[src/cache_defines.svh]
`ifndef CACHE_DEFINES_SVH
`define CACHE_DEFINES_SVH

// Byte address and data widths
`define CACHE_ADDR_BITS 32
`define CACHE_DATA_BITS 32

// Address split into tag, set index, word offset and byte offset
`define CACHE_INDEX_BITS 4
`define CACHE_WORD_BITS 2
`define CACHE_BYTE_BITS 2
`define CACHE_TAG_BITS 24

// Field positions inside the byte address
`define CACHE_INDEX_LSB (`CACHE_BYTE_BITS + `CACHE_WORD_BITS)
`define CACHE_TAG_LSB (`CACHE_INDEX_LSB + `CACHE_INDEX_BITS)

// Array depths
`define CACHE_SETS (1 << `CACHE_INDEX_BITS)
`define CACHE_WORDS_PER_BLOCK (1 << `CACHE_WORD_BITS)

`endif

[src/cachePkg.sv]
`include "cache_defines.svh"

package cachePkg;

  // One word access from the memory stage
  typedef struct packed {
    logic                        read;
    logic                        write;
    logic [`CACHE_ADDR_BITS-1:0] addr;
    logic [`CACHE_DATA_BITS-1:0] wdata;
  } cpuReq_t;

  // Per-way, per-set tag state
  typedef struct packed {
    logic                       valid;
    logic                       dirty;
    logic [`CACHE_TAG_BITS-1:0] tag;
  } tagEntry_t;

  // Single-word transfer request to the APB master
  typedef struct packed {
    logic                        start;
    logic                        write;
    logic [`CACHE_ADDR_BITS-1:0] addr;
    logic [`CACHE_DATA_BITS-1:0] wdata;
  } busCmd_t;

  typedef enum logic [1:0] {
    Ready,
    WriteBack,
    MemRead
  } ctrlState_t;

  typedef enum logic [1:0] {
    ApbIdle,
    ApbSetup,
    ApbAccess
  } apbState_t;

endpackage

[src/cacheTagArray.sv]
`include "cache_defines.svh"

module cacheTagArray (
  input  logic                         clk,
  input  logic                         reset,
  input  logic [`CACHE_INDEX_BITS-1:0] index,
  input  logic [`CACHE_TAG_BITS-1:0]   reqTag,
  input  logic                         wayEn,
  input  logic                         tagWe,
  input  cachePkg::tagEntry_t          newEntry,
  input  logic                         setDirty,
  input  logic                         touch,
  output logic                         hitWay0,
  output logic                         hitWay1,
  output logic                         lruWay,
  output cachePkg::tagEntry_t          victimEntry
);

  cachePkg::tagEntry_t ways [2][`CACHE_SETS];
  // Each bit names the least recently used way of its set
  logic [`CACHE_SETS-1:0] lruBits;
  cachePkg::tagEntry_t entry0;
  cachePkg::tagEntry_t entry1;

  always_ff @(posedge clk or posedge reset) begin
    if (reset) begin
      for (int s = 0; s < `CACHE_SETS; s++) begin
        ways[0][s] <= '0;
        ways[1][s] <= '0;
        lruBits[s] <= 1'b0;
      end
    end else begin
      if (tagWe) begin
        ways[wayEn][index] <= newEntry;
      end else if (setDirty) begin
        ways[wayEn][index].dirty <= 1'b1;
      end
      // The way just used stops being LRU
      if (touch) begin
        lruBits[index] <= ~wayEn;
      end
    end
  end

  assign entry0 = ways[0][index];
  assign entry1 = ways[1][index];

  assign hitWay0 = entry0.valid && (entry0.tag == reqTag);
  assign hitWay1 = entry1.valid && (entry1.tag == reqTag);

  // An empty way is replaced first, way 0 before way 1
  always_comb begin
    if (!entry0.valid) begin
      lruWay = 1'b0;
    end else if (!entry1.valid) begin
      lruWay = 1'b1;
    end else begin
      lruWay = lruBits[index];
    end
  end

  assign victimEntry = wayEn ? entry1 : entry0;

endmodule

[config.mk]
export PLATFORM = sky130hd
export DESIGN_NAME = cacheTagArray
export DESIGN_NICKNAME = d
export VERILOG_FILES = /design/src/cachePkg.sv /design/src/cacheTagArray.sv
export VERILOG_INCLUDE_DIRS = /design/src
export SDC_FILE = /design/constraint.sdc
export NUM_CORES = 2
export LEC_CHECK = 0
export ABC_AREA = 1
export BUFFER_PORTS_ARGS = -buffer_cell sky130_fd_sc_hd__buf_2
export CAP_MARGIN = 20
export CORE_ASPECT_RATIO = 1.25
export CORE_MARGIN = 2
export CORE_UTILIZATION = 30
export CTS_CLUSTER_DIAMETER = 30
export DETAILED_ROUTE_END_ITERATION = 16
export PLACE_DENSITY = 0.54
export SYNTH_ARGS = -nofsm -noshare
export SYNTH_HDL_FRONTEND = slang
export SYNTH_SLANG_ARGS = --single-unit
[constraint.sdc]
create_clock -name clk -period 32.5 [get_ports clk]
set_input_delay 6.5 -clock clk [delete_from_list [all_inputs] [get_ports clk]]
set_output_delay 6.5 -clock clk [all_outputs]
set_load 0.01 [all_outputs]
Yosys cells after proc, flatten, opt, wreduce, memory -nomap -nowiden
Cells that the tools add are included.
- RAM bits: 0
- output and inout bits: 29
- memories kept: 0
- latch bits: 0
- register bits: 848
- bits in read-only memories: 0
- divide/modulo/power cells: 0
- equality and inequality tests: 2
- reduce and logical (&&, ||, !) cells: 6
- shifts and indexed selects: 0
- bitwise operators: 3
- add/subtract/negate cells: 0
- multiplexer cells: 26
- multipliers: 0
- $lt $le $gt $ge: 6
- operators with widths (operator ; count):
    832-bit bitwise mux ; 2
    832-bit 2-to-1 mux ; 2
    416-bit demux with 1-bit select ; 2
    416-bit 2-to-1 mux ; 2
    26-bit binary-select mux with 4-bit select ; 2
    26-bit demux with 4-bit select ; 2
    26-bit 2-to-1 mux ; 6
    24-bit equality test ; 2
    25-bit 2-to-1 mux ; 1
    16-bit bitwise mux ; 1
    5-bit >= comparator (second input constant) ; 1
    1-bit logical AND ; 5
    4-bit by 5-bit < comparator with 1-bit output (second input constant) ; 1
    5-bit by 1-bit < comparator with 1-bit output (second input constant) ; 1
    4-bit NOT with 5-bit output ; 1
    1-bit binary-select mux with 4-bit select ; 1
    1-bit demux with 4-bit select ; 1
    4-bit by 1-bit >= comparator with 1-bit output (second input constant) ; 1
    1-bit 2-to-1 mux ; 4
    2-bit >= comparator (second input constant) ; 1
    2-bit by 1-bit < comparator with 1-bit output (second input constant) ; 1
    1-bit NOT with 2-bit output ; 1
    2-bit nonzero test ; 1
    1-bit NOT ; 1

Logic depth before layout (Yosys ltp)
- depth in word-level cells: 10
- mapped depth: 19
- gate-level depth less buffers: 15

Worst setup path before layout
OpenSTA, ideal clock, no wires.
- kind: input port to output port
- start: input port index[0]
- end: output port hitWay0
- stages on the path: 15
- setup slack: 18.036 ns
- data required time: 26.000 ns
- arrival: 7.964 ns
- cells stage by stage: buf_6 buf_6 buf_4 buf_2 nand3_1 nand2_1 o21ai_0 nand2_1 nor2_1 nand2_1 nand2_1 nand2_1 nor2_1 nand3_1 nor2_1
- cells in the longest elaborated chain, start to end: 6
- RTL lines (what ; RTL line ; RTL):
    start, declared ; cacheTagArray.sv:6 ; input logic [`CACHE_INDEX_BITS-1:0] index,
    4-bit NOT with 5-bit output (not written as such) * ; cacheTagArray.sv:45 ; assign entry0 = ways[0][index];
    26-bit binary-select mux with 4-bit select * ; cacheTagArray.sv:45 ;
    26-bit 2-to-1 mux (not written as such) * (2 in series) ; cacheTagArray.sv:45 ;
    24-bit equality test ; cacheTagArray.sv:48 ; assign hitWay0 = entry0.valid && (entry0.tag == reqTag);
    1-bit logical AND * ; cacheTagArray.sv:48 ;
    end, declared ; cacheTagArray.sv:13 ; output logic hitWay0,
Mark *: on every way between the ends. The rest lies on a longest branch, timed or not. The select of a mux whose other input is x is not followed.

Final worst setup path
- start: input port index[1]
- end: output port hitWay1
- cells in the longest elaborated chain, start to end: 6
- RTL lines (what ; RTL line ; RTL):
    4-bit NOT with 5-bit output (not written as such) * ; cacheTagArray.sv:46 ; assign entry1 = ways[1][index];
    26-bit binary-select mux with 4-bit select * ; cacheTagArray.sv:46 ;
    26-bit 2-to-1 mux (not written as such) * (2 in series) ; cacheTagArray.sv:46 ;
    24-bit equality test ; cacheTagArray.sv:49 ; assign hitWay1 = entry1.valid && (entry1.tag == reqTag);
    1-bit logical AND * ; cacheTagArray.sv:49 ;
    end, declared ; cacheTagArray.sv:14 ; output logic hitWay1,
Marked as above.

==> results.md <==
* Status: finished clean
* Post-route DRC at 0
* Pre-antenna DRT Iters at 6
* Most common cell after layout, fill and taps aside: nand2_1
* Critical Path Sink Type: output port
* Clock buffer count from CTS at 148
* Comb pwr share at 13.4%
* FILL cells at 13960
* Max IR drop VDD at 0.05532 mV
* Crit share post-route at 53.04%
* Total number of vias at 35590
* Crit path arrival time at 10.74 ns
* Hold WC Path Type: flip-flop to flip-flop
* Post-DP HPWL at 79430 µm
* Resized Gates After CTS at 0
* CP max FO at 80
* Multi-input logic area at 0.01677 mm²
* TritonCTS clock tree: done
* Slew HR at 26.05%
* Mapped Avg Cell Area at 7.457 µm²
* Routed wire length per instance at 20.27 µm
* Effective utilization at floorplan at 30.28%
* CTS root buf: clkbuf_16
* Top-area cell type share of the netlist area at 52.94%
* Final hold violations at 0
* I/O Buffers at 88
* Worst Reg-to-Reg Cells at 2
* Syn nets at 5435
* WL final at 144600 µm
* Initial antenna violation count at 15
* Tmin final at 17.24 ns
* Die X at 330.9 µm
* R2r setup slk at 31.76 ns
* Routed Antenna Nets at 0
* Kind of critical path: primary input to output port
* I/O pin count at 89
* Synth Instances at 5375
* Worst reg2reg path endpoint: ways[232]$_DFFE_PP0P_
* Setup TNS at 0 ns
* Hold worst-path end: ways[44]$_DFFE_PP0P_
* PwrDens at 73.38 mW/mm²
* Hold_buf cts at 0
* Skew-Pair Late Insertion Delay at 0.76 ns
* Die area at 0.1366 mm²
* Yosys reg bits at 848
* Core area at 0.1324 mm²
* Seq/Total Area, Yosys at 52.94%
* Gpl congestion at 0.8197
* Hold Crit Depth at 2
* Rows at 149
* Fin. max-slew vios at 0
* Clock power share at 47.1%
* Worst hold slack at 0.4788 ns
* Critical Path RT at 26.00 ns
* Vias per cell at 4.988
* Synth top area cells: dfrtp_1 (53%), nand2_1 (25%), o21ai_0 (10%)
* Leak at 23.44 nW
* Fin Clk Skew at 0 ns
* Net switching power at 0.9808 mW
* CP startpoint kind: primary input
* HP Start: ways[44]$_DFFE_PP0P_
* Total track usage at 21.37%
* Postcts setup bufs at 0
* Commonest non-fill, non-tap cells in the layout: nand2_1 (2703), dfrtp_1 (848), o21ai_0 (813)
* Area Growth Syn to Fin at 17.00%
* Clock Pin Slew Worst Setup and Hold Paths at 0.05 ns
* Critical R2R Launch: ways[232]$_DFFE_PP0P_
* GRT overflow at 0
* Int Power at 2.461 mW
* CTS H-Tree Depth at 4
* Critical path origin: index[1]
* Iteration-0 DRC Markers at 3642
* CTS Sinks at 848
* DIE HEIGHT at 412.7 µm
* Number of global-route vias before repair at 34390
* Synth cell types at 29
* RSZ-0062 raised after global routing: false
* Seq. cell area at 0.02122 mm²
* Worst Max-Slew Pin Slew at 1.109 ns
* Largest net degree at the start of global routing at 147
* Max Cap Viol at 0
* Setup violations, final at 0
* Warnings, synthesis at 0
* Share of cells above drive strength 1 at 8.695%
* Leading area contributor after synthesis: dfrtp_1
* Sequential power share at 39.6%
* Switching share of power at 28.50%
* CTS max path bufs at 3
* Mapped cell area at 0.04008 mm²
* Max Fclk at 0.05801 GHz
* Nets at 5333
* First-pass GRT wire length at 220600 µm
-- power groups by stage --
stage | Sequential, mW | Clock (mW) | Combinational, mW
detailed placement | 1.37 | 0 | 0.462
global route | 1.38 | 1.69 | 0.538
global placement | 1.37 | 0 | 0.453
CTS | 1.36 | 1.64 | 0.464
finish | 1.36 | 1.62 | 0.460
floorplan | 1.35 | 0 | 0.342
-- sequential cells by signal (all words and copies together), names as in the netlist --
| register | flops |
|---|---|
| ways | 832 |
| lruBits | 16 |
-- metal layers --
layer,track usage [%],wire [µm],vias up
met4,6.081,3808,8
met2,36.53,70070,1091
met3,3.498,8425,256
li1,-,-,16880
met1,27.73,62210,17350
met5,0,57,-
-- logic make-up after synthesis --
logic type	after synthesis	synth area share, %
simple gates	3004	28.80
compound gates	993	12.71
flops	848	52.94
buf+inv	530	5.547
-- critical path: stages --
cell	delay [ns]
buf_8	0.52
inv_6	0.41
buf_4	0.50
nor2_4	0.18
buf_4	0.56
nand2_1	0.12
nand3_1	0.12
nand2_1	0.08
nand2_1	0.13
o21ai_0	0.08
nand2_1	0.07
nand2_1	0.17
nor2_1	0.32
nand3_1	0.25
nor2_1	0.35
buf_2	0.20
-- layout make-up --
| class | count | area share, % |
|---|---|---|
| diodes | 4 | 0.02134 |
| clock buffers | 186 | 8.855 |
| multi-input cells | 3997 | 35.76 |
| flip-flops and latches | 848 | 45.25 |
| clock inverters | 85 | 2.233 |
| inverters | 121 | 1.011 |
| well taps | 1736 | 4.632 |
| repair buffers | 157 | 2.236 |
-- Yosys cell counts --
cell / count
inv_2: 6
clkinv_1: 2
inv_4: 1
nor3_1: 16
nor2_2: 5
a31oi_1: 10
a22oi_1: 23
buf_4: 11
buf_6: 11
dfrtp_1: 848
nor2_4: 2
inv_1: 112
a21oi_1: 24
o211ai_1: 1
clkbuf_1: 286
a221oi_1: 1
o21ai_0: 813
or2_2: 2
o21bai_1: 3
buf_1: 15
nand3_1: 124
nor4_1: 6
and3_1: 1
buf_2: 86
nor2_1: 109
o21ai_1: 85
nand2_1: 2722
o22ai_1: 33
nand4_1: 17
-- through the flow --
stage | power [mW] | area [µm²] | util [%] | setup WS (ns) | cells
after global placement | 1.822 | 41640 | 31.46 | 15.38 | 6857
after floorplan | 1.696 | 40080 | - | 2.174 | 5375
after CTS | 3.463 | 46840 | 35.39 | 15.36 | 7128
after detailed placement | 1.835 | 41640 | 31.46 | 15.36 | 6857
final | 3.441 | 46900 | 35.43 | 15.26 | 7134
after global routing | 3.612 | 46890 | 35.42 | 15.21 | 7131
-- worst max path at each step --
stage | end | slack, ns | cells after the start
floorplan | lruBits[0]$_DFFE_PP0P_ | 2.17 | 1
detailed placement | hitWay1 | 15.36 | 16
finish | hitWay1 | 15.26 | 16
global placement | hitWay1 | 15.38 | 16
CTS | hitWay1 | 15.36 | 16
global route | hitWay0 | 15.21 | 17
(Power assumes the default switching activity.)
