File: src/cache_defines.svh
`ifndef CACHE_DEFINES_SVH
`define CACHE_DEFINES_SVH

// Byte address and data widths
`define CACHE_ADDR_BITS 32
`define CACHE_DATA_BITS 32

// Address split into tag, set index, word offset and byte offset
`define CACHE_INDEX_BITS 4
`define CACHE_WORD_BITS 2
`define CACHE_BYTE_BITS 2
`define CACHE_TAG_BITS 24

// Field positions inside the byte address
`define CACHE_INDEX_LSB (`CACHE_BYTE_BITS + `CACHE_WORD_BITS)
`define CACHE_TAG_LSB (`CACHE_INDEX_LSB + `CACHE_INDEX_BITS)

// Array depths
`define CACHE_SETS (1 << `CACHE_INDEX_BITS)
`define CACHE_WORDS_PER_BLOCK (1 << `CACHE_WORD_BITS)

`endif

File: src/cachePkg.sv
`include "cache_defines.svh"

package cachePkg;

  // One word access from the memory stage
  typedef struct packed {
    logic                        read;
    logic                        write;
    logic [`CACHE_ADDR_BITS-1:0] addr;
    logic [`CACHE_DATA_BITS-1:0] wdata;
  } cpuReq_t;

  // Per-way, per-set tag state
  typedef struct packed {
    logic                       valid;
    logic                       dirty;
    logic [`CACHE_TAG_BITS-1:0] tag;
  } tagEntry_t;

  // Single-word transfer request to the APB master
  typedef struct packed {
    logic                        start;
    logic                        write;
    logic [`CACHE_ADDR_BITS-1:0] addr;
    logic [`CACHE_DATA_BITS-1:0] wdata;
  } busCmd_t;

  typedef enum logic [1:0] {
    Ready,
    WriteBack,
    MemRead
  } ctrlState_t;

  typedef enum logic [1:0] {
    ApbIdle,
    ApbSetup,
    ApbAccess
  } apbState_t;

endpackage

File: src/cacheController.sv
`include "cache_defines.svh"

module cacheController (
  input  logic                        clk,
  input  logic                        reset,
  input  cachePkg::cpuReq_t           cpuReq,
  input  logic                        hitWay0,
  input  logic                        hitWay1,
  input  logic                        lruWay,
  input  cachePkg::tagEntry_t         victimEntry,
  input  logic [`CACHE_DATA_BITS-1:0] victimWord,
  input  logic                        busDone,
  output logic                        stall,
  output logic                        wayEn,
  output logic                        tagWe,
  output cachePkg::tagEntry_t         newEntry,
  output logic                        setDirty,
  output logic                        touch,
  output logic                        dataWe,
  output logic                        fillSel,
  output logic [`CACHE_WORD_BITS-1:0] wordIdx,
  output cachePkg::busCmd_t           busCmd
);

  cachePkg::ctrlState_t state;
  cachePkg::ctrlState_t nextState;
  logic [`CACHE_WORD_BITS-1:0] counter;
  logic busBusy;
  logic reqValid;
  logic hit;
  logic inBusState;
  logic lastWord;
  logic [`CACHE_TAG_BITS-1:0] reqTag;
  logic [`CACHE_INDEX_BITS-1:0] reqIndex;
  logic [`CACHE_WORD_BITS-1:0] reqWord;
  logic [`CACHE_TAG_BITS-1:0] busTag;

  assign reqTag   = cpuReq.addr[`CACHE_ADDR_BITS-1:`CACHE_TAG_LSB];
  assign reqIndex = cpuReq.addr[`CACHE_TAG_LSB-1:`CACHE_INDEX_LSB];
  assign reqWord  = cpuReq.addr[`CACHE_INDEX_LSB-1:`CACHE_BYTE_BITS];

  assign reqValid   = cpuReq.read | cpuReq.write;
  assign hit        = hitWay0 | hitWay1;
  assign inBusState = (state == cachePkg::WriteBack) || (state == cachePkg::MemRead);
  assign lastWord   = busDone && (counter == '1);

  // Hit way wins, else the replacement way from the tag array
  always_comb begin
    if (hitWay0) begin
      wayEn = 1'b0;
    end else if (hitWay1) begin
      wayEn = 1'b1;
    end else begin
      wayEn = lruWay;
    end
  end

  always_ff @(posedge clk or posedge reset) begin
    if (reset) begin
      state <= cachePkg::Ready;
    end else begin
      state <= nextState;
    end
  end

  always_comb begin
    nextState = state;
    case (state)
      cachePkg::Ready: begin
        if (reqValid && !hit) begin
          // Only a valid dirty victim needs writing back
          if (victimEntry.valid && victimEntry.dirty) begin
            nextState = cachePkg::WriteBack;
          end else begin
            nextState = cachePkg::MemRead;
          end
        end
      end
      cachePkg::WriteBack: begin
        if (lastWord) begin
          nextState = cachePkg::MemRead;
        end
      end
      cachePkg::MemRead: begin
        if (lastWord) begin
          nextState = cachePkg::Ready;
        end
      end
      default: nextState = cachePkg::Ready;
    endcase
  end

  // Word counter wraps back to zero on the last transfer of a block
  always_ff @(posedge clk or posedge reset) begin
    if (reset) begin
      counter <= '0;
    end else if (!inBusState) begin
      counter <= '0;
    end else if (busDone) begin
      counter <= lastWord ? '0 : counter + 1'b1;
    end
  end

  // Outstanding APB transfer
  always_ff @(posedge clk or posedge reset) begin
    if (reset) begin
      busBusy <= 1'b0;
    end else if (busCmd.start) begin
      busBusy <= 1'b1;
    end else if (busDone) begin
      busBusy <= 1'b0;
    end
  end

  assign stall = (state != cachePkg::Ready) || (reqValid && !hit);

  // Access completes in Ready on a hit
  assign touch    = (state == cachePkg::Ready) && reqValid && hit;
  assign setDirty = touch && cpuReq.write;

  assign fillSel = (state == cachePkg::MemRead);
  assign dataWe  = (fillSel && busDone) || setDirty;
  assign wordIdx = (state == cachePkg::Ready) ? reqWord : counter;

  // Block becomes valid and clean with the last fill word
  assign tagWe          = fillSel && lastWord;
  assign newEntry.valid = 1'b1;
  assign newEntry.dirty = 1'b0;
  assign newEntry.tag   = reqTag;

  // Write-back goes to the victim's old block address
  assign busTag = (state == cachePkg::WriteBack) ? victimEntry.tag : reqTag;

  assign busCmd.start = inBusState && !busBusy;
  assign busCmd.write = (state == cachePkg::WriteBack);
  assign busCmd.addr  = {busTag, reqIndex, counter, {`CACHE_BYTE_BITS{1'b0}}};
  assign busCmd.wdata = victimWord;

  // Completion only for a transfer this FSM started
  doneOnlyForOwnTransfer: assert property (
    @(posedge clk) disable iff (reset)
    busDone |-> (inBusState && busBusy)
  );

endmodule

File: config.mk
export PLATFORM = sky130hd
export DESIGN_NAME = cacheController
export DESIGN_NICKNAME = d
export VERILOG_FILES = /design/src/cachePkg.sv /design/src/cacheController.sv
export VERILOG_INCLUDE_DIRS = /design/src
export SDC_FILE = /design/constraint.sdc
export NUM_CORES = 1
export LEC_CHECK = 0
export BUFFER_PORTS_ARGS = -buffer_cell sky130_fd_sc_hd__buf_2
export CAP_MARGIN = 10
export CORE_AREA = 3 3 89 91
export CTS_BUF_LIST = sky130_fd_sc_hd__clkbuf_8 sky130_fd_sc_hd__clkbuf_16
export CTS_CLUSTER_DIAMETER = 200
export DETAILED_ROUTE_END_ITERATION = 10
export DIE_AREA = 0 0 92 94
export HOLD_SLACK_MARGIN = 0.15
export PLACE_DENSITY = 0.64
export SYNTH_ARGS = -nofsm -noshare
export SYNTH_HDL_FRONTEND = slang
export SYNTH_SLANG_ARGS = --single-unit
File: constraint.sdc
create_clock -name clk -period 1.8 [get_ports clk]
set_input_delay 0.36 -clock clk [delete_from_list [all_inputs] [get_ports clk]]
set_output_delay 0.36 -clock clk [all_outputs]
set_load 0.02 [all_outputs]
======== Yosys cells after proc, flatten, opt, wreduce, memory -nomap -nowiden ========
Cells that the tools add are included.
storage, ports and cells
  logic and storage cells ................. 45
  bits of input ports ..................... 130
  register bits after elaboration ......... 5
  output and inout bits ................... 101
operators by class
  add/sub/neg operators ................... 1
  muxes and demuxes ....................... 14
  reductions and logical operators ........ 18
  equality and inequality tests ........... 7
  bitwise gates (word level) .............. 2
operators with widths
  kind                   count
  $mux W24               1
  $mux W2                8
  $logic_and A1 B1 Y1    9
  $pmux W2 S3            1
  $eq A2 B2 Y1 const B   2
  $mux W1                4
  $ne A2 B1 Y1 const B   2
  $ne A2 B2 Y1 const B   2
  $reduce_bool A2 Y1     2
  $logic_or A1 B1 Y1     3
  $reduce_and A3 Y1      1
  $add A2 B1 Y2 const B  1
  $eq A2 B1 Y1 const B   1
  $logic_not A1 Y1       2
  $logic_not A2 Y1       1
  $or A1 B1 Y1           2

======== Depth between registers and ports, before layout ========
  word-level depth ........................ 5
  gate-level depth with buffers ........... 6
  depth with buffers taken out ............ 5

======== Worst setup path before layout ========
OpenSTA, ideal clock, no wires.
  path type ............................... register -> output
  start ................................... reg state[1]
  end ..................................... out busCmd[57] (netlist name)
  arrival ................................. 1440 ps
  buffers on the path ..................... 2
  data required time ...................... 1440 ps
  stages on the path, launching flop included .. 6
  slack ................................... 0 ps
  path through ............................ dfrtp_1 inv_1 ha_1 buf_6 buf_6 mux2_1
RTL lines
  element                 line                   text
  start, declared         cacheController.sv:25  cachePkg::ctrlState_t state;
  start signal, assigned  cacheController.sv:60  state <= cachePkg::Ready;
  start signal, assigned  cacheController.sv:62  state <= nextState;
  end, declared           cacheController.sv:22  output cachePkg::busCmd_t busCmd

==> metrics.txt <==
status finished with violations; failing checks negative setup slack; #FFs+latches synth 5; CTS max path bufs 2; cell area after placement 0.00143 sq mm; Critical Path Sink busCmd[55]; Hold WS 0.433 ns; sequential element share of the synthesized area 10.7%; DP Wirelength 2.94 mm; switching share of total power 45.4%; combinational share of power 81.0%; Worst Reg2Reg Path Length in Cells 6; clock tree root driver cell clkbuf_8; final WL 3.55 mm; routed length per placed instance 11.9 um; share of cells above drive strength 1 80.5%; Peak VDD IR 0.262 mV; Cells after Synth 134; design area 0.00172 sq mm; CTS tree yes; fmax 0.534 GHz; clock network power share 9.2%; I/O Pins 231; Max-Cap Viols 0; Worst EP required 1.44 ns; fin nets 335; Total GRT Usage 6.90%; Critical Path Sink Type output pin; worst skew pair latency 0.22 ns; unrepaired setup endpoints after global routing true; PwrDens 1260 mW/mm^2; Worst setup SP type flop; Final min period 1.87 ns; first-pass GRT wire length 4.87 mm; initial antenna violation count 0; # port buffers 120; R2R Path End state[1]$_DFFE_PP0P_; NetSw 0.985 mW; Die H 94 um; P_int 1.18 mW; Die Wd 92 um; worst hold path type in2reg; vias per cell 3.61; Starting Density 16.2%; worst-path fanout max 11; Mean Syn Cell Area 8.70 sq um; RD Place Congestion 0.668; Post-Syn Area 0.00117 sq mm; ANT nets after route 0; # rows 31; Reg power frac 9.8%; Area growth syn-to-layout 47.1%; worst setup margin -0.0730 ns; gr ovfl total 0; crit path launch state[1]$_DFFE_PP0P_; synthesis warning total 0; Sink Count 5; via count 1078; pin count of the biggest net entering global routing 17; critical path class reg2out; reg2reg start state[0]$_DFFE_PP0P_; Residual DRC 0; vias in the first global route 983; count of final setup violators 27; fin crit share 104%; core box area 0.00721 sq mm; final hold vios 0; DRT iter0 DRCs 3; DR pass1 iterations 4; clk slew on worst S/H paths 0.04 ns; DIE AREA 0.00865 sq mm; leakage dissipation 0.948 nW; Clock Skew 0.00126 ns; Synth cell types 20; R2R Setup Slk 0.39 ns; Arr. time, crit path 1.51 ns; diode count 0; CTS Buf Count 3; H-tree depth 1; max-slew violation count 0
-- sequential cells by signal, summed over array words and instances, names as in the netlist --
register  count
busBusy       1
state         2
counter       2
-- cell families (layout without fill, tap and decap cells) --
kind of cell	after synthesis	count (layout)	synth area share, %
buf+inv	73	137	46.1
flops	5	5	10.7
mux	31	31	29.4
compound gates	5	5	3.75
fa+ha+maj	4	4	4.29
other cells	2	4	0.644
simple gates	14	14	5.04
-- power groups by stage --
stage,Combinational [mW],Sequential [mW],Clock (mW)
after floorplan,1.11,0.220,0
after global placement,1.42,0.203,0
after detailed placement,1.43,0.205,0
after CTS,1.48,0.212,0.204
after global routing,1.90,0.223,0.207
final,1.76,0.213,0.200
-- cell usage in the layout, fill, tap and decap left out, types with 2 or more instances in the layout --
cell / instances
nor2_1: 8
buf_2: 103
buf_12: 2
dfrtp_1: 5
buf_6: 16
inv_1: 5
mux2_4: 15
ha_4: 2
ha_1: 2
clkbuf_8: 3
nand2_1: 2
conb_1: 4
buf_4: 5
mux2_2: 10
mux2i_1: 5
-- cell type report --
cell class | instances | area [sq um]
timing repair buffer | 128 | 808
tap | 99 | 124
fill | 787 | 5500
clock inverter | 1 | 3.75
inverter | 5 | 18.8
sequential | 5 | 125
clock buffer | 3 | 41.3
multi-input combinational | 58 | 594
-- metal layers --
metal / global-route usage, % / wire (um) / vias to the layer above
li1: - / - / 502
met1: 6.55 / 1180 / 491
met2: 13.1 / 1880 / 81
met3: 3.21 / 476 / 4
met4: 2.23 / 16 / 0
met5: 0 / 0 / -
-- repair_timing --
| action | 4_1_cts | 5_1_grt |
|---|---|---|
| cloned | 0 | 1 |
| setup endpoints to repair | 28 | 31 |
| pin swaps | 0 | 0 |
| hold endpoints to repair | 5 | 0 |
| hold buffers | 1 | 0 |
| buffers inserted | 1 | 2 |
| gates resized for setup | 5 | 48 |
-- worst max-delay path, stage by stage, from the launching register on --
cell and delay, ns:
dfrtp_1 0.38, inv_2 0.09, ha_4 0.19, buf_12 0.14
mux2_2 0.33, buf_2 0.16
-- cells in the mapped netlist --
master,number,area (sq um)
mux2i_1,5,50.1
nand2_1,2,7.51
mux2_2,25,282
buf_6,3,33.8
buf_2,1,5.00
ha_1,4,50.1
nor2_1,9,33.8
o21ai_1,1,5.00
dfrtp_1,5,125
inv_1,5,18.8
o21ai_0,1,5.00
conb_1,2,7.51
a21o_1,1,7.51
and3_1,1,6.26
nand2_2,1,6.26
a21oi_1,1,5.00
mux2_1,1,11.3
nand3_1,1,5.00
buf_4,64,480
o31ai_4,1,21.3
-- worst min path at each step --
stage          slack, ns  depth (start not counted)                    to       startpoint
6_report            0.43                          2   busBusy$_DFFE_PP0P_          busDone
5_1_grt             0.46                          2   busBusy$_DFFE_PP0P_          busDone
4_1_cts             0.43                          3  state[0]$_DFFE_PP0P_  victimEntry[25]
3_5_place_dp        0.28                          2  state[0]$_DFFE_PP0P_            reset
3_3_place_gp        0.27                          2  state[0]$_DFFE_PP0P_            reset
2_1_floorplan       0.14                          1   busBusy$_DFFE_PP0P_            reset
-- stage by stage --
stage / power [mW] / cells / TNS [ns] / worst slack (ns) / utilization, %
4_1_cts: 1.90 / 296 / -1.75 / -0.0845 / 20.9
3_3_place_gp: 1.62 / 290 / 0 / 0.0835 / 19.8
6_report: 2.17 / 299 / -1.25 / -0.0730 / 23.8
5_1_grt: 2.33 / 299 / -2.93 / -0.139 / 23.8
2_1_floorplan: 1.33 / 136 / 0 / 0.00381 / -
3_5_place_dp: 1.64 / 290 / 0 / 0.0633 / 19.8
Power figures use the tool's default switching activity.
