## src/cache_defines.svh

```systemverilog
`ifndef CACHE_DEFINES_SVH
`define CACHE_DEFINES_SVH

// Byte address and data widths
`define CACHE_ADDR_BITS 32
`define CACHE_DATA_BITS 32

// Address split into tag, set index, word offset and byte offset
`define CACHE_INDEX_BITS 4
`define CACHE_WORD_BITS 2
`define CACHE_BYTE_BITS 2
`define CACHE_TAG_BITS 24

// Field positions inside the byte address
`define CACHE_INDEX_LSB (`CACHE_BYTE_BITS + `CACHE_WORD_BITS)
`define CACHE_TAG_LSB (`CACHE_INDEX_LSB + `CACHE_INDEX_BITS)

// Array depths
`define CACHE_SETS (1 << `CACHE_INDEX_BITS)
`define CACHE_WORDS_PER_BLOCK (1 << `CACHE_WORD_BITS)

`endif

```

## src/cachePkg.sv

```systemverilog
`include "cache_defines.svh"

package cachePkg;

  // One word access from the memory stage
  typedef struct packed {
    logic                        read;
    logic                        write;
    logic [`CACHE_ADDR_BITS-1:0] addr;
    logic [`CACHE_DATA_BITS-1:0] wdata;
  } cpuReq_t;

  // Per-way, per-set tag state
  typedef struct packed {
    logic                       valid;
    logic                       dirty;
    logic [`CACHE_TAG_BITS-1:0] tag;
  } tagEntry_t;

  // Single-word transfer request to the APB master
  typedef struct packed {
    logic                        start;
    logic                        write;
    logic [`CACHE_ADDR_BITS-1:0] addr;
    logic [`CACHE_DATA_BITS-1:0] wdata;
  } busCmd_t;

  typedef enum logic [1:0] {
    Ready,
    WriteBack,
    MemRead
  } ctrlState_t;

  typedef enum logic [1:0] {
    ApbIdle,
    ApbSetup,
    ApbAccess
  } apbState_t;

endpackage

```

## src/apbMaster.sv

```systemverilog
`include "cache_defines.svh"

module apbMaster (
  input  logic                        clk,
  input  logic                        reset,
  input  cachePkg::busCmd_t           busCmd,
  output logic                        busDone,
  output logic [`CACHE_DATA_BITS-1:0] busRdata,
  output logic                        psel,
  output logic                        penable,
  output logic                        pwrite,
  output logic [`CACHE_ADDR_BITS-1:0] paddr,
  output logic [`CACHE_DATA_BITS-1:0] pwdata,
  input  logic [`CACHE_DATA_BITS-1:0] prdata,
  input  logic                        pready
);

  cachePkg::apbState_t state;

  always_ff @(posedge clk or posedge reset) begin
    if (reset) begin
      state <= cachePkg::ApbIdle;
    end else begin
      case (state)
        cachePkg::ApbIdle:   if (busCmd.start) state <= cachePkg::ApbSetup;
        cachePkg::ApbSetup:  state <= cachePkg::ApbAccess;
        cachePkg::ApbAccess: if (pready) state <= cachePkg::ApbIdle;
        default:             state <= cachePkg::ApbIdle;
      endcase
    end
  end

  // Command held for the whole transfer
  always_ff @(posedge clk) begin
    if (state == cachePkg::ApbIdle && busCmd.start) begin
      pwrite <= busCmd.write;
      paddr  <= busCmd.addr;
      pwdata <= busCmd.wdata;
    end
  end

  assign psel     = (state != cachePkg::ApbIdle);
  assign penable  = (state == cachePkg::ApbAccess);
  assign busDone  = penable && pready;
  assign busRdata = prdata;

  // A new command only arrives between transfers
  startOnlyWhenIdle: assert property (
    @(posedge clk) disable iff (reset)
    busCmd.start |-> (state == cachePkg::ApbIdle)
  );

  // Wait states freeze the access phase
  heldDuringWait: assert property (
    @(posedge clk) disable iff (reset)
    (penable && !pready) |=> penable && $stable(paddr) && $stable(pwrite) && $stable(pwdata)
  );

endmodule

```

## config.mk

```make
export PLATFORM = sky130hd
export DESIGN_NAME = apbMaster
export DESIGN_NICKNAME = d
export VERILOG_FILES = /design/src/cachePkg.sv /design/src/apbMaster.sv
export VERILOG_INCLUDE_DIRS = /design/src
export SDC_FILE = /design/constraint.sdc
export NUM_CORES = 1
export LEC_CHECK = 0
export BUFFER_PORTS_ARGS = -buffer_cell sky130_fd_sc_hd__buf_2
export CORE_MARGIN = 2
export CORE_UTILIZATION = 30
export DETAILED_ROUTE_END_ITERATION = 8
export GPL_TIMING_DRIVEN = 0
export PLACE_DENSITY = 0.7
export REMOVE_ABC_BUFFERS = 1
export SKIP_CTS_REPAIR_TIMING = 1
export SYNTH_ARGS = -nofsm -noshare
export SYNTH_HDL_FRONTEND = slang
export SYNTH_SLANG_ARGS = --single-unit
```

## constraint.sdc

```tcl
create_clock -name clk -period 5 [get_ports clk]
set_input_delay 0.25 -clock clk [delete_from_list [all_inputs] [get_ports clk]]
set_output_delay 0.25 -clock clk [all_outputs]
set_load 0.005 [all_outputs]
```

* Word-level counts from Yosys, hierarchy flattened *
Index checks and enable logic that the tools add are counted.

storage, ports and cells
  flip-flop bits (word level) = 67
  latch bits = 0
  bits in writable memories = 0
  bits in read-only memories = 0
  bits of input ports = 101
  output and inout port bits = 100
  word-level logic and storage cells = 16
  memories kept = 0

operators by class
  $add $sub $neg = 0
  multiply operators = 0
  divide/modulo/power cells = 0
  order comparisons = 0
  eq/ne operators = 4
  shift operators = 0
  mux-type cells = 3
  bitwise gates (word level) = 0
  reductions and logical operators = 5

operators by type and width
  kind                                                    count
  case mux 2 bit (3 select lines)                         1
  two-way mux 2 bit                                       2
  equality test 2 x 1 -> 1 bit (second input constant)    1
  equality test 2 bit (second input constant)             1
  logical AND 1 bit                                       2
  logical NOT 2 bit                                       1
  inequality test 2 x 1 -> 1 bit (second input constant)  1
  inequality test 2 bit (second input constant)           1
  AND reduction 2 bit                                     1
  nonzero test 2 bit                                      1

* Depth between registers and ports, before layout *
Gate-level depths: netlist of the first run.

  depth in word-level cells = 3
  depth in mapped cells = 2

* Least setup slack after synthesis of the first run *
OpenSTA, ideal clock, no wires.

  kind = register to register
  start = reg state[1]
  end = reg paddr[0] (enable)
  arrival = 3.365 ns
  data required time = 4.512 ns
  slack = 1.147 ns
  cell stages (with the launch flop) = 3
  cell sequence = dfrtp_1 -> or2_1 -> nor2_1

on the way
  word-level cells in the longest chain between the ends = 2

RTL lines
  what                    RTL line         RTL
  from (decl)             apbMaster.sv:18  cachePkg::apbState_t state;
  from (signal assigned)  apbMaster.sv:22  state <= cachePkg::ApbIdle;
  from (signal assigned)  apbMaster.sv:25  cachePkg::ApbIdle: if (busCmd.start) state <= cachePkg::ApbSetup;
  from (signal assigned)  apbMaster.sv:26  cachePkg::ApbSetup: state <= cachePkg::ApbAccess;
  logical NOT 2 bit       apbMaster.sv:35  if (state == cachePkg::ApbIdle && busCmd.start) begin
  logical AND 1 bit       apbMaster.sv:35
  to (signal assigned)    apbMaster.sv:37  paddr <= busCmd.addr;
  to (decl)               apbMaster.sv:12  output logic [`CACHE_ADDR_BITS-1:0] paddr,

No other way between the ends.
A chain may end at the register's enable or synchronous reset.

* Worst setup path after layout of the first run *
  start = reg state[1]
  end = reg paddr[29] (enable)

The elaborated chain is that of the path after synthesis.

==> results of run 1 <==
area by class of cell:
| cell class | instances | area (um^2) | area share [%] |
|---|---|---|---|
| Sequential cell | 67 | 2000 | 65.0 |
| Clock inverter | 3 | 15.0 | 0.487 |
| Timing Repair Buffer | 139 | 746 | 24.2 |
| Multi-Input combinational cell | 7 | 48.8 | 1.58 |
| Inverter | 2 | 7.51 | 0.244 |
| Tap cell | 99 | 124 | 4.02 |
| Clock buffer | 13 | 139 | 4.51 |
worst max path at each step:
stage / start / endpoint
6_report: state[1] / paddr[29]
5_1_grt: state[1] / paddr[29]
4_1_cts: state[1] / pwdata[0]
3_5_place_dp: state[1] / pwdata[1]
3_3_place_gp: state[1] / pwdata[16]
2_1_floorplan: state[1] / paddr[0]
cell usage after synthesis:
cell type  count  area share [%]
or2_1          1            0.27
and2_1         1            0.27
dfrtp_1        2             2.2
edfxtp_1      65              85
nor2_1         3            0.49
buf_4         32              10
nor2b_1        1            0.27
inv_1          2            0.33
mux2_2         1            0.49
layer usage:
metal  share of wire [%]  wire [um]  up-vias  track usage, %
met5                0.89         51        -            7.69
met3                  18       1050       12            12.0
met4                 1.3         75        2            5.30
li1                    -          -      596               -
met1                  41       2350      613            17.3
met2                  38       2210      134            15.7
where the power goes:
| part | internal [mW] | switching, mW |
|---|---|---|
| clock | 0.178 | 0.180 |
| sequential | 0.758 | 0.0267 |
| combinational | 0.122 | 0.136 |
registers in the layout, summed over array words and instances, names as in the netlist:
signal / flops
paddr: 32
state: 2
pwdata: 32
pwrite: 1
kinds of logic (layout without fill, tap and decap cells):
family	after synthesis	count (layout)	share of synthesized area, %
and+or+nand+nor	6	6	1.31
buffers and inverters	34	157	10.8
muxes	1	1	0.491
DFF	67	67	87.4
layout by cell type (no fill, tap or decap):
cell type / count
nor2_4: 1
inv_1: 2
clkbuf_1: 4
buf_16: 2
nor2b_1: 1
clkbuf_8: 9
clkinv_2: 3
buf_2: 136
mux2_2: 1
dlygate4sd3_1: 1
edfxtp_1: 65
or2_1: 1
dfrtp_1: 2
and2_1: 1
nor2_1: 2
worst max-delay path: stages, from the launching register on:
cell,delay [ns]
dfrtp_1,0.39
or2_1,0.29
nor2_4,0.57
buf_16,0.24
buf_16,0.18
metrics by stage:
stage	hold WS [ns]	instance area, um^2
5_1_grt	0.0781	3080
4_1_cts	-0.251	3070
3_3_place_gp	0.101	2860
6_report	0.0967	3080
2_1_floorplan	-0.00882	2050
3_5_place_dp	0.108	2920
==> impl_metrics.py, run 1 <==
metrics = {
    "run": {
        "cap_violations": 0,
    },
    "synthesis": {
        "ys_types": 9,
        "synth_warnings": 0,
        "syn-cell-area_mm2": 0.00229,
        "avgSynthCellArea_um2": 21.2,
        "postSynthCellCount": 108,
        "ys_seq_elements": 67,
        "yosysSeqAreaShare_pct": 87.4,
    },
    "critical_path": {
        "rr_worst_depth": 4,
        "startpoint_type": "flop",
        "critPathMaxFanout": 24,
        "r2r_slack_ns": 3.02,
        "path_class": "reg -> reg",
        "end_kind": "flop",
        "crit_arrival_ns": 2.01,
        "reg2reg_to": "paddr[29]",
        "required_ns": 5.02,
        "rr_startpoint": "state[1]",
    },
    "die": {
        "die_x_um": 91.4,
        "die_h_um": 91.4,
        "floorplan.initialDensity_pct": 31.3,
        "ios": 201,
        "core_region_area_mm2": 0.00733,
        "design.die.area_mm2": 0.00835,
        "num_rows": 31,
    },
    "placed_design": {
        "portBuffers": 136,
        "routabilityCongestion": 0.652,
        "dp_cells": 313,
        "post-place-ws_ns": 2.98,
    },
    "clock_tree": {
        "h-tree-depth": 3,
        "clk_latency_ns": 0.32,
        "cts-root-buf": "clkbuf_8",
        "cts_inserted_buffers": 9,
        "cts_tree": "built",
        "cts.sinks": 67,
        "cts_buffer_depth": 2,
        "clk_pin_slew_worst_paths_ns": 0.07,
    },
    "routing": {
        "drt_iter0_markers": 50,
        "via_per_inst": 4.11,
        "wl_per_cell_um": 17.4,
        "drc": 0,
        "num_vias": 1357,
        "first_pass_iters": 3,
        "ant_nets": 0,
        "routed_wl_mm": 5.74,
    },
    "sta": {
        "hold_violations": 0,
        "relSlewSlack_pct": 51.8,
        "setup_viol": 0,
        "slew_violations": 0,
        "fmax_mhz": 504,
        "rsz0062_at_grt": "no",
        "worst_slew_pin_slew_ns": 0.721,
        "tns_ns": 0,
        "setup_slack_ns": 3.02,
        "fin_crit_ns": 1.98,
        "skew_ns": 0.00593,
        "fin_crit_sh_pct": 39.7,
    },
    "power_and_ir_drop": {
        "power.density_mw_per_mm2": 454,
        "total_power_mw": 1.40,
        "ir_drop_mv": 0.245,
        "p_leak_nw": 1.31,
    },
    "global_routing": {
        "grt_pass1_wl_mm": 8.22,
        "gr-total-overflow": 0,
        "track_usage_pct": 13.7,
        "grt_pass1_vias": 1450,
        "grt_antenna_before_repair": 0,
        "grt_start_max_net_pins": 25,
    },
    "worst_hold_path": {
        "whs_path_depth": 1,
        "holdPathEnd": "pwdata[17]",
        "min-delay-start": "busCmd[17]",
        "hp-class": "in -> reg",
    },
    "outcome": {
        "status": "completed",
    },
    "layout": {
        "fin_cells": 330,
        "final_util_pct": 42.0,
        "drive_above_1_share_pct": 65.8,
        "antenna_cells": 0,
        "fillerInstances": 687,
        "nets": 327,
        "area_growth_pct": 34.5,
    },
}
Power figures use the tool's default switching activity.
==> run 2, diff against run 1 <==
PLACE_DENSITY = 0.73   (was 0.7)
clock period = 1.7 ns   (was 5 ns; I/O delays follow)
==> impl_metrics.py, run 2 (same netlist as run 1, synthesis figures left out) <==
metrics = {
    "outcome": {
        "status": "completed",
    },
    "layout": {
        "final_util_pct": 50.7,
        "nets": 393,
        "largest_registers": "paddr (32), pwdata (32), state (2)",
        "stdcell_area_mm2": 0.00371,
        "area_growth_pct": 62.2,
        "final_cell_mix": "buf_2, dlygate4sd3_1, edfxtp_1, clkbuf_8, clkbuf_1",
        "fin_cells": 396,
        "fillerInstances": 637,
        "antenna_cells": 0,
        "drive_above_1_share_pct": 51.2,
        "final_common_cell": "buf_2",
    },
    "die": {
        "floorplan.initialDensity_pct": 31.3,
        "die_h_um": 91.4,
        "core_region_area_mm2": 0.00733,
        "die_x_um": 91.4,
        "design.die.area_mm2": 0.00835,
        "ios": 201,
        "num_rows": 31,
    },
    "sta": {
        "fin_hold_ws_ns": 0.108,
        "worst_slew_pin_slew_ns": 0.423,
        "fin_crit_sh_pct": 88.0,
        "fmax_mhz": 668,
        "fin_crit_ns": 1.50,
        "skew_ns": 0.00676,
        "setup_viol": 0,
        "setup_slack_ns": 0.204,
        "rsz0062_at_grt": "no",
        "tns_ns": 0,
        "slew_violations": 0,
        "relSlewSlack_pct": 71.7,
        "hold_violations": 0,
    },
    "placed_design": {
        "routabilityCongestion": 0.651,
        "hpwlAfterDp_mm": 4.55,
        "post-place-ws_ns": -0.309,
        "portBuffers": 136,
        "dpl-instance-area_mm2": 0.00288,
        "dp_cells": 312,
    },
    "power_and_ir_drop": {
        "power.density_mw_per_mm2": 1140,
        "ir_drop_mv": 0.491,
        "total_power_mw": 4.23,
        "p_leak_nw": 1.58,
    },
    "routing": {
        "drc": 0,
        "wl_per_cell_um": 17.0,
        "num_vias": 1653,
        "ant_nets": 0,
        "first_pass_iters": 4,
        "routed_wl_mm": 6.74,
        "drt_iter0_markers": 86,
        "via_per_inst": 4.17,
    },
    "global_routing": {
        "grt_pass1_vias": 1427,
        "gr-total-overflow": 0,
        "grt_start_max_net_pins": 36,
        "grt_pass1_wl_mm": 7.98,
        "grt_antenna_before_repair": 0,
        "track_usage_pct": 13.6,
    },
    "critical_path": {
        "path_class": "reg -> reg",
        "crit_arrival_ns": 1.51,
        "required_ns": 1.72,
        "startpoint_type": "flop",
        "critPathMaxFanout": 15,
        "end_kind": "flop",
    },
    "worst_hold_path": {
        "hp-class": "in -> reg",
    },
    "clock_tree": {
        "clk_latency_ns": 0.33,
        "cts_buffer_depth": 2,
        "cts_inserted_buffers": 9,
        "clk_pin_slew_worst_paths_ns": 0.07,
        "cts.sinks": 67,
        "cts-root-buf": "clkbuf_8",
        "h-tree-depth": 3,
        "cts_tree": "built",
    },
    "run": {
        "cap_violations": 0,
    },
}
==> run 2: cell count changes in the layout (fill, tap and decap cells not counted), sizes merged <==
cell / previous run / this run
clkbuf: 13 / 12
clkinv: 3 / 4
nor2: 3 / 4
dlygate4sd3: 1 / 66
==> run 2: metal layers <==
metal	GRT usage [%]	routed length, um	vias to the layer above
met1	16.9	2680	773
met4	4.67	70	2
met2	15.9	3060	136
met3	12.3	873	13
li1	-	-	729
met5	7.05	54	-
==> run 2: final cells by class <==
class	count	area [um^2]	share of cell area [%]
flip-flops and latches	67	2000	53.9
repair buffers	204	1370	36.8
clock buffers	12	135	3.64
well taps	99	124	3.33
multi-input cells	8	60.1	1.62
clock inverters	4	17.5	0.472
inverters	2	7.51	0.202
==> run 2: power by group <==
part / leakage (nW) / switching, mW / internal, mW
Combinational: 0.860 / 0.447 / 0.424
Sequential: 0.637 / 0.0809 / 2.23
Clock: 0.0792 / 0.537 / 0.516
==> run 2: path summary, 6_finish.rpt <==
path | from | to | slack, ns | depth (start not counted)
max | state[0] | pwdata[18] | 0.20 | 3
min | busCmd[65] | state[0] | 0.11 | 3
max reg2reg | state[0] | pwdata[18] | 0.20 | 3
min reg2reg | state[1] | state[1] | 0.56 | 1
max in group asynchronous | reset | state[0] | 1.43 | 3
min in group asynchronous | reset | state[1] | 0.16 | 3
==> run 2: critical path, stage by stage (launching register included) <==
cell	delay (ns)
dfrtp_1	0.41
or2_1	0.33
nor2_4	0.19
buf_4	0.25
